$ cat src/flow_alu_pkg.sv
// Shared widths, FIFO sizing and the ALU opcode enum for the operand-join pipeline
`default_nettype none

package flow_alu_pkg;

  // --------------------
  // Datapath sizing
  // --------------------

  // Operand and result width, results wrap at this width
  localparam int data_width = 16;

  // --------------------
  // Stream FIFO sizing
  // --------------------

  // Entries per input stream buffer
  localparam int fifo_depth = 4;
  // Read and write pointer width for fifo_depth entries
  localparam int fifo_ptr_width = 2;

  // --------------------
  // Opcodes
  // --------------------

  localparam int op_width = 3;

  // All eight encodings are defined, so no illegal opcode exists
  typedef enum logic [op_width-1:0] {
    op_add    = 3'd0,  // a + b
    op_sub    = 3'd1,  // a - b
    op_and    = 3'd2,
    op_or     = 3'd3,
    op_xor    = 3'd4,
    op_shl    = 3'd5,  // a << b[3:0]
    op_shr    = 3'd6,  // Logical a >> b[3:0]
    op_pass_b = 3'd7
  } alu_op_e;

endpackage : flow_alu_pkg

`default_nettype wire

$ cat src/flow_fifo.sv
// Ready-valid stream FIFO of fixed depth with registered push_ready and pop_valid
`timescale 1ns/100ps
`default_nettype none

module flow_fifo #(
  parameter int width = flow_alu_pkg::data_width
) (
  input  logic             clk,
  input  logic             rst_n,

  // Push side
  input  logic             push_valid,
  output logic             push_ready,
  input  logic [width-1:0] push_data,

  // Pop side
  output logic             pop_valid,
  input  logic             pop_ready,
  output logic [width-1:0] pop_data
);

  import flow_alu_pkg::*;

  // --------------------
  // Storage and state
  // --------------------

  // Payload array
  logic [width-1:0] mem [fifo_depth];

  logic [fifo_ptr_width-1:0] wr_ptr;
  logic [fifo_ptr_width-1:0] rd_ptr;
  // One bit wider than the pointers so a full FIFO is distinct from empty
  logic [fifo_ptr_width:0]   count;

  logic push_xfer;
  logic pop_xfer;

  // --------------------
  // Handshake
  // --------------------

  // Both ready and valid come from the count register only
  assign push_ready = (count != (fifo_ptr_width+1)'(fifo_depth));
  assign pop_valid  = (count != '0);
  // The head entry is always read from the array with no fall-through
  assign pop_data   = mem[rd_ptr];

  assign push_xfer = push_valid && push_ready;
  assign pop_xfer  = pop_valid && pop_ready;

  // Write data at the tail
  always_ff @(posedge clk) begin
    if (push_xfer) begin
      mem[wr_ptr] <= push_data;
    end
  end

  // Pointers wrap at the last entry
  always_ff @(posedge clk or negedge rst_n) begin
    if (!rst_n) begin
      wr_ptr <= '0;
      rd_ptr <= '0;
    end else begin
      if (push_xfer) begin
        wr_ptr <= (wr_ptr == fifo_ptr_width'(fifo_depth-1)) ? '0 : wr_ptr + 1'b1;
      end
      if (pop_xfer) begin
        rd_ptr <= (rd_ptr == fifo_ptr_width'(fifo_depth-1)) ? '0 : rd_ptr + 1'b1;
      end
    end
  end

  // Occupancy stays unchanged when push and pop coincide
  always_ff @(posedge clk or negedge rst_n) begin
    if (!rst_n) begin
      count <= '0;
    end else begin
      case ({push_xfer, pop_xfer})
        2'b10:   count <= count + 1'b1;
        2'b01:   count <= count - 1'b1;
        default: count <= count;
      endcase
    end
  end

  // --------------------
  // Checks
  // --------------------

  // Occupancy stays within the depth and matches the pointer distance
  count_bound_a: assert property (@(posedge clk) disable iff (!rst_n)
    count <= (fifo_ptr_width+1)'(fifo_depth) &&
    count[fifo_ptr_width-1:0] == fifo_ptr_width'(wr_ptr - rd_ptr));

  // Upstream must hold valid while the FIFO is full
  push_valid_hold_a: assert property (@(posedge clk) disable iff (!rst_n)
    push_valid && !push_ready |=> push_valid);

endmodule : flow_fifo

`default_nettype wire

$ cat src/flow_join.sv
// Combinational join of several ready-valid flows into one, no datapath
`timescale 1ns/100ps
`default_nettype none

module flow_join #(
  parameter int num_flows = 2  // At least 2
) (
  // Clock and reset feed the checks only
  input  logic                 clk,
  input  logic                 rst_n,

  // Push side, one bit per flow
  input  logic [num_flows-1:0] push_valid,
  output logic [num_flows-1:0] push_ready,

  // Joined pop side
  output logic                 pop_valid,
  input  logic                 pop_ready
);

  // --------------------
  // Join logic
  // --------------------

  // All flows must be present for the joined flow to be valid
  assign pop_valid = &push_valid;

  // Flow i is popped only with every other flow, so its own valid is masked
  // out of the AND before combining with the downstream ready
  for (genvar i = 0; i < num_flows; i++) begin : gen_ready
    assign push_ready[i] = pop_ready &
                           (&(push_valid | (num_flows'(1) << i)));
  end

  // --------------------
  // Checks
  // --------------------

  // Each upstream keeps valid until its item is taken
  for (genvar i = 0; i < num_flows; i++) begin : gen_push_checks
    push_valid_hold_a: assert property (@(posedge clk) disable iff (!rst_n)
      push_valid[i] && !push_ready[i] |=> push_valid[i]);
  end

  // Joined valid survives back-pressure
  pop_valid_hold_a: assert property (@(posedge clk) disable iff (!rst_n)
    pop_valid && !pop_ready |=> pop_valid);

endmodule : flow_join

`default_nettype wire

$ cat src/flow_alu_stage.sv
// Registered ALU stage with a ready-valid operand input and result output
`timescale 1ns/100ps
`default_nettype none

module flow_alu_stage (
  input  logic                                clk,
  input  logic                                rst_n,

  // Joined operand triple
  input  logic                                in_valid,
  output logic                                in_ready,
  input  logic [flow_alu_pkg::data_width-1:0] a,
  input  logic [flow_alu_pkg::data_width-1:0] b,
  input  flow_alu_pkg::alu_op_e               op,

  // Result stream
  output logic                                res_valid,
  input  logic                                res_ready,
  output logic [flow_alu_pkg::data_width-1:0] res_data
);

  import flow_alu_pkg::*;

  logic [data_width-1:0] alu_result;
  logic                  load;

  // --------------------
  // Operation
  // --------------------

  // Shift amount comes from the low four bits of b
  always_comb begin
    alu_result = '0;
    case (op)
      op_add:    alu_result = a + b;
      op_sub:    alu_result = a - b;
      op_and:    alu_result = a & b;
      op_or:     alu_result = a | b;
      op_xor:    alu_result = a ^ b;
      op_shl:    alu_result = a << b[3:0];
      op_shr:    alu_result = a >> b[3:0];
      op_pass_b: alu_result = b;
      default:   alu_result = '0;
    endcase
  end

  // --------------------
  // Output register
  // --------------------

  // Accept when empty or when the held result leaves this cycle
  assign in_ready = !res_valid || res_ready;
  assign load     = in_valid && in_ready;

  always_ff @(posedge clk or negedge rst_n) begin
    if (!rst_n) begin
      res_valid <= 1'b0;
    end else if (load) begin
      res_valid <= 1'b1;
    end else if (res_ready) begin
      res_valid <= 1'b0;
    end
  end

  // Result payload, held until the next load
  always_ff @(posedge clk) begin
    if (load) begin
      res_data <= alu_result;
    end
  end

  // --------------------
  // Checks
  // --------------------

  // Stalled result keeps both valid and data
  res_hold_a: assert property (@(posedge clk) disable iff (!rst_n)
    res_valid && !res_ready |=> res_valid && $stable(res_data));

endmodule : flow_alu_stage

`default_nettype wire

$ cat src/flow_alu_top.sv
// Top level: three stream FIFOs, the flow join and the registered ALU stage
`timescale 1ns/100ps
`default_nettype none

module flow_alu_top (
  input  logic                                clk,
  input  logic                                rst_n,

  // Operand A stream
  input  logic                                a_valid,
  output logic                                a_ready,
  input  logic [flow_alu_pkg::data_width-1:0] a_data,

  // Operand B stream
  input  logic                                b_valid,
  output logic                                b_ready,
  input  logic [flow_alu_pkg::data_width-1:0] b_data,

  // Opcode stream
  input  logic                                op_valid,
  output logic                                op_ready,
  input  logic [flow_alu_pkg::op_width-1:0]   op_code,

  // Result stream
  output logic                                res_valid,
  input  logic                                res_ready,
  output logic [flow_alu_pkg::data_width-1:0] res_data
);

  import flow_alu_pkg::*;

  // --------------------
  // Internal wiring
  // --------------------

  // FIFO heads, straight to the ALU operands
  logic [data_width-1:0] fifo_a_data;
  logic [data_width-1:0] fifo_b_data;
  logic [op_width-1:0]   fifo_op_data;

  // Join handshake, bit 0 is a, bit 1 is b, bit 2 is op
  logic [2:0] join_push_valid;
  logic [2:0] join_push_ready;

  // Joined triple into the ALU stage
  logic alu_in_valid;
  logic alu_in_ready;

  // --------------------
  // Stream buffers
  // --------------------

  flow_fifo #(.width(data_width)) u_fifo_a (
    .clk        (clk),
    .rst_n      (rst_n),
    .push_valid (a_valid),
    .push_ready (a_ready),
    .push_data  (a_data),
    .pop_valid  (join_push_valid[0]),
    .pop_ready  (join_push_ready[0]),
    .pop_data   (fifo_a_data)
  );

  flow_fifo #(.width(data_width)) u_fifo_b (
    .clk        (clk),
    .rst_n      (rst_n),
    .push_valid (b_valid),
    .push_ready (b_ready),
    .push_data  (b_data),
    .pop_valid  (join_push_valid[1]),
    .pop_ready  (join_push_ready[1]),
    .pop_data   (fifo_b_data)
  );

  // Opcode buffer is only op_width wide
  flow_fifo #(.width(op_width)) u_fifo_op (
    .clk        (clk),
    .rst_n      (rst_n),
    .push_valid (op_valid),
    .push_ready (op_ready),
    .push_data  (op_code),
    .pop_valid  (join_push_valid[2]),
    .pop_ready  (join_push_ready[2]),
    .pop_data   (fifo_op_data)
  );

  // --------------------
  // Join and compute
  // --------------------

  // One item leaves each FIFO only when all three heads are present
  flow_join #(.num_flows(3)) u_join (
    .clk        (clk),
    .rst_n      (rst_n),
    .push_valid (join_push_valid),
    .push_ready (join_push_ready),
    .pop_valid  (alu_in_valid),
    .pop_ready  (alu_in_ready)
  );

  flow_alu_stage u_alu (
    .clk       (clk),
    .rst_n     (rst_n),
    .in_valid  (alu_in_valid),
    .in_ready  (alu_in_ready),
    .a         (fifo_a_data),
    .b         (fifo_b_data),
    .op        (alu_op_e'(fifo_op_data)),
    .res_valid (res_valid),
    .res_ready (res_ready),
    .res_data  (res_data)
  );

endmodule : flow_alu_top

`default_nettype wire

$ cat config.mk
export PLATFORM = sky130hd
export DESIGN_NAME = flow_alu_top
export DESIGN_NICKNAME = d
export VERILOG_FILES = /design/src/flow_alu_pkg.sv /design/src/flow_fifo.sv /design/src/flow_join.sv /design/src/flow_alu_stage.sv /design/src/flow_alu_top.sv
export SDC_FILE = /design/constraint.sdc
export NUM_CORES = 1
export LEC_CHECK = 0
export ABC_AREA = 0
export ABC_CLOCK_PERIOD_IN_PS = 5000
export BUFFER_PORTS_ARGS = -buffer_cell sky130_fd_sc_hd__buf_2
export CAP_MARGIN = 40
export CORE_AREA = 8 8 211 112
export CTS_CLUSTER_DIAMETER = 120
export DETAILED_ROUTE_END_ITERATION = 8
export DIE_AREA = 0 0 219 120
export PLACE_DENSITY_LB_ADDON = 0.3
export SLEW_MARGIN = 10
export SYNTH_ARGS = -nofsm -noshare
export SYNTH_HDL_FRONTEND = slang
export SYNTH_HIERARCHICAL = 1
export SYNTH_SLANG_ARGS = --single-unit
$ cat constraint.sdc
create_clock -name clk -period 5 [get_ports clk]
set_input_delay 1.5 -clock clk [delete_from_list [all_inputs] [get_ports clk]]
set_output_delay 1.5 -clock clk [all_outputs]
set_load 0.005 [all_outputs]
After elaboration in Yosys (flattened, before gate mapping)
Memories as Yosys holds them, arrays and structs flattened.
Cells that the tools add are included.
Cells by class
  add/subtract/negate cells: 14
  equal/unequal tests: 22
  shift operators: 2
  multiplexer cells: 18
  bitwise gates (word level): 6
  reductions and logical operators: 21
Operators by type and width (count)
  one-hot mux 16 bit (8 select lines): 1
  == test 2 bit (second input constant): 9
  one-hot mux 3 bit (2 select lines): 3
  adder 16 bit: 1
  AND 16 bit: 1
  OR 16 bit: 1
  left shift 16 x 4 -> 16 bit: 1
  >> shifter 16 x 4 -> 16 bit: 1
  subtractor 16 bit: 1
  bitwise XOR 16 bit: 1
  adder 2 x 1 -> 2 bit (second input constant): 6
  == test 3 bit (second input constant): 4
  two-way mux 2 bit: 6
  adder 3 x 1 -> 3 bit (second input constant): 3
  != test 3 bit (second input constant): 3
  nonzero test 3 bit: 3
  subtractor 3 x 1 -> 3 bit (second input constant): 3
  two-way mux 1 bit: 8
  nonzero test 2 bit: 4
  logical AND 1 bit: 7
  == test 2 x 1 -> 1 bit (second input constant): 3
  == test 3 x 2 -> 1 bit (second input constant): 2
  AND reduction 2 bit: 3
  AND 1 bit: 3
  other kinds (5): 5
Storage, ports and cells
  flip-flop bits (word level): 38
  RAM bits: 140
  input port bits: 41
  word-level logic and storage cells: 97
  memories kept: 3
Memories
  u_fifo_a.mem: depth 4, width 16, read ports 1, clocked after Yosys merged registers in 0, wr ports 1, line flow_fifo.sv:29  | logic [width-1:0] mem [fifo_depth];
  u_fifo_b.mem: depth 4, width 16, read ports 1, clocked after Yosys merged registers in 0, wr ports 1, line flow_fifo.sv:29
  u_fifo_op.mem: depth 4, width 3, read ports 1, clocked after Yosys merged registers in 0, wr ports 1, line flow_fifo.sv:29

Depth between registers and ports, before layout
  depth after elaboration: 6
  depth in mapped cells: 20

Cells and area by module
Netlist, hierarchy kept.
Modules (own cells, without submodules)
  flow_alu_stage: instances 1, cells an instance 515, area each 4071.4 sq um, sequential area each 505.5 sq um
  flow_fifo at u_fifo_b: instances 1, cells an instance 124, area each 2765.2 sq um, sequential area each 2097.0 sq um
  flow_fifo at u_fifo_a: instances 1, cells an instance 125, area each 2763.9 sq um, sequential area each 2097.0 sq um
  flow_fifo at u_fifo_op: instances 1, cells an instance 55, area each 885.8 sq um, sequential area each 535.5 sq um
  flow_join: instances 1, cells an instance 4, area each 25.0 sq um, sequential area each 0.0 sq um

Worst setup path after synthesis
No wires, ideal clock.
  path type: register to register
  start point: register u_fifo_b.rd_ptr[0]
  end point: register u_alu/res_data[13] in the netlist's numbering, data pin
  setup time: 272 ps
  arrival: 4110 ps
  data required time: 4728 ps
  setup slack: 618 ps
  cell stages (with the launch flop): 18
  path buffers: 4
  period minus slack after synthesis: 4382 ps
  cell sequence: dfrtp_1 -> buf_4 -> buf_4 -> mux4_2 -> clkinv_1 -> buf_2 -> buf_2 -> ha_1 -> nand2_1 -> o41ai_1 -> xnor2_1 -> ha_1 -> o21a_1 -> o2111a_1 -> o21ai_1 -> mux2i_1 -> nor2_1 -> or4_1
On the way
  cells in the longest elaborated chain, start to end: 3
  elaborated cells between the ends (all ways): 9
  classes of those cells: add/sub (2); shift (2); mux (1); bitwise (3); memory (1)
RTL lines
  from (decl): line flow_fifo.sv:32  | logic [fifo_ptr_width-1:0] rd_ptr;
  from (signal assigned): line flow_fifo.sv:69  | rd_ptr <= (rd_ptr == fifo_ptr_width'(fifo_depth-1)) ? '0 : rd_ptr + 1'b1;
  memory read (4 x 16 bit) *
  net fifo_b_data[1]: line flow_alu_top.sv:38  | logic [data_width-1:0] fifo_b_data;
  subtractor 16 bit (tied with other cells): line flow_alu_stage.sv:36  | op_sub: alu_result = a - b;
  one-hot mux 16 bit (8 select lines) *: line flow_alu_stage.sv:34  | case (op)
  net u_alu.alu_result[13]: line flow_alu_stage.sv:24  | logic [data_width-1:0] alu_result;
  to (signal assigned): line flow_alu_stage.sv:68  | res_data <= alu_result;
  to (decl): line flow_alu_stage.sv:19  | output logic [flow_alu_pkg::data_width-1:0] res_data
The timed path passes the listed nets; every way through them passes the cells marked *.
A chain may end at the register's enable or synchronous reset.

Final worst setup path
  start point: register u_fifo_b.rd_ptr[0]
  end point: register u_alu/res_data[13] in the netlist's numbering, data pin
On the way
  cells in the longest elaborated chain, start to end: 3
  elaborated cells between the ends (all ways): 9
  classes of those cells: add/sub (2); shift (2); mux (1); bitwise (3); memory (1)
RTL lines (line)
  memory read (4 x 16 bit) *
  net fifo_b_data[4]: flow_alu_top.sv:38
  subtractor 16 bit / adder 16 bit (equally long branches): flow_alu_stage.sv:36, flow_alu_stage.sv:35
  one-hot mux 16 bit (8 select lines) *: flow_alu_stage.sv:34
  net u_alu.alu_result[13]: flow_alu_stage.sv:24
Marked as above.

==> metrics.yaml <==
cts.sinks: 178
synth_edf_count: 156
crit_required_ns: 5.17
final_nets: 991
ys_seq_area_share_pct: 49.80
insertion_delay_ns: 0.44
wl_per_cell_um: 23.46
rsz0062_at_grt: "false"
ys_ff_latch: 178
die_h_um: 120
syn_avg_cell_area_um2: 12.77
crit_end: "u_alu/res_data[13]"
crit_chain: "mux4_2 -> or4_4 -> or3_1 -> nor3_2 -> nor2_1 -> xnor2_1 -> ha_1 -> nand2_1 -> o21ai_0 -> nor2_1 -> mux2i_1 -> nor2_1 -> or4_1"
h-tree-depth: 4
grt_max_degree: 42
holdWs_ns: 0.4840
critPathLaunch: "u_fifo_b/rd_ptr[0]"
status: "complete, no violations"
layout-drive-gt1-share_pct: 23.09
maxSlewHeadroom_pct: 41.91
gr-usage-all-layers_pct: 21.31
worstMarginPinSlew_ns: 0.8494
synth_ff_type: "edfxtp_1"
critPathKind: "flop to flop"
nFillCells: 1736
cts.repair.resized: 0
io_pins: 61
hold_viol_final: 0
die_area_mm2: 0.02628
seq_area_mm2: 0.005235
antenna_found_initial: 1
grt_pass1_vias: 6977
port-buffer-count: 60
synth_nets: 935
r2r_slack_ns: 0.50
synth_area_mm2: 0.01051
yosysWarningCount: 6
antenna-diode-count: 0
vias: 7292
cts_tree: "done"
maxCapViolations: 0
area_growth_pct: 11.08
dp.final_hpwl_mm: 20.53
cts_buffers: 17
crit_fanout: 7
reg2reg_to: "u_alu/res_data[13]"
slowest_stage: "mux4_2"
ys_async_sr_fraction_pct: 12.36
antenna_left: 0
initial_core_util_pct: 50.25
end_kind: "flop"
cts_setup_buffers: 0
final_common_cell: "edfxtp_1"
finalSetupViolCount: 0
cp.depth: 13
clkTransAtPathRegs_ns: 0.07
worstHoldPathType: "flop to flop"
crit_arrival_ns: 4.67
syn_inst: 823
grt_pass1_wl_mm: 42.11
coreArea_mm2: 0.02092
worst_setup_path_start_kind: "flop"
critical_path_buf_inv_count: 0
clock_skew_ns: 0.01036
min_period_ns: 4.501
root_buffer: "clkbuf_16"
ctsHoldBuffers: 0
layout.cell_area.non_filler_mm2: 0.01168
setup-tns-final_ns: 0
holdCritStartpoint: "u_fifo_op/count[2]"
r2r_cells: 13
multi_input_comb_area_mm2: 0.004832
place_congestion: 1.044
cp_top_family: "simple AND/OR/NAND/NOR gates"
die_w_um: 219
synth_cell_types: 86
cp_slowest_stage_delay_ns: 0.63
maxSlewViolCount: 0
grt_overflow_total: 0
drc: 0
drt_iter0_drc: 772
first_pass_iters: 6
crit_top_cell: "nor2_1"
cts_max_path_buffers: 2
via_per_inst: 6.222
r2r-start: "u_fifo_b/rd_ptr[0]"
final_cell_mix: "edfxtp_1, ha_1, nor2_1, buf_2, inv_1"
fmax_mhz: 222.2
placedInstanceArea_mm2: 0.01108
min_period_over_period_pct: 90.02
rows: 38
wirelength_mm: 27.49
layer usage:
metal / wire (µm) / part of all wire [%] / global-route usage, % / vias to the layer above
met1: 13060 / 48 / 33.47 / 3552
li1: - / - / - / 3241
met3: 3795 / 14 / 8.591 / 41
met2: 10210 / 37 / 26.00 / 458
met4: 423 / 1.5 / 5.768 / 0
met5: 0 / 0 / 0 / -
cell usage after synthesis, types with 6 or more instances:
master,number,area share [%]
buf_4,6,0.43
a211oi_1,8,0.57
xor2_1,9,0.75
inv_1,54,1.9
ha_1,67,8.0
clkbuf_1,19,0.68
mux2i_1,30,2.9
nand2b_1,9,0.54
nor2_1,63,2.2
a21oi_1,36,1.7
nand2_1,41,1.5
and3_2,12,0.86
mux2_4,6,0.86
edfxtp_1,156,45
and3_1,7,0.42
mux2_2,10,1.1
mux4_2,42,9.0
o21ai_0,33,1.6
a22oi_1,6,0.43
dfrtp_1,22,5.2
buf_2,13,0.62
o211ai_1,8,0.57
xnor2_1,26,2.2
nor3_1,11,0.52
state kept, by name, summed over array words and instances, names as in the netlist:
register and cells:
u_fifo_op/rd_ptr 2, u_fifo_a/wr_ptr 2, u_alu/res_data 16, u_fifo_op/count 3, u_fifo_a/rd_ptr 2, u_fifo_op/mem 12, u_fifo_b/mem 64, u_fifo_b/count 3
u_fifo_b/rd_ptr 2, u_fifo_a/count 3, u_alu/res_valid 1, u_fifo_b/wr_ptr 2, u_fifo_a/mem 64, u_fifo_op/wr_ptr 2
stage by stage:
stage          std cells  utilization, %  setup slack, ns
6_report            1172           55.81           0.4992
5_1_grt             1172           55.81           0.2262
4_1_cts             1172           55.81           0.5157
3_5_place_dp        1140           52.97           0.5419
3_3_place_gp        1139           52.95           0.6297
2_1_floorplan        823               -           0.6182
how the worst min path moves through the flow:
stage / slack (ns) / cells past startpoint / end
final: 0.48 / 1 / u_fifo_op/count[2]
after global routing: 0.51 / 1 / u_fifo_op/count[2]
after CTS: 0.49 / 1 / u_fifo_op/count[2]
after detailed placement: 0.48 / 1 / u_fifo_op/count[2]
after global placement: 0.47 / 1 / u_fifo_op/count[2]
after floorplan: 0.45 / 1 / u_fifo_op/count[2]
layout make-up:
| type | instances | share of cell area (%) |
|---|---|---|
| Clock buffer | 18 | 3.676 |
| Clock inverter | 14 | 1.414 |
| Inverter | 58 | 1.865 |
| Multi-Input combinational cell | 544 | 41.38 |
| Sequential cell | 178 | 44.83 |
| Tap cell | 280 | 3.000 |
| Timing Repair Buffer | 80 | 3.826 |
cell families after synthesis:
kind of cell,count (synthesis),synth area share [%]
xor+xnor,35,2.916
compound gates,159,10.50
fa+ha+maj,71,8.737
simple gates,187,9.308
mux,92,14.51
buf+inv,101,4.226
flops,178,49.80
Power is left out: the tool's default activity adds up to more than one toggle a clock period on the data nets, which glitch-free logic cannot reach.
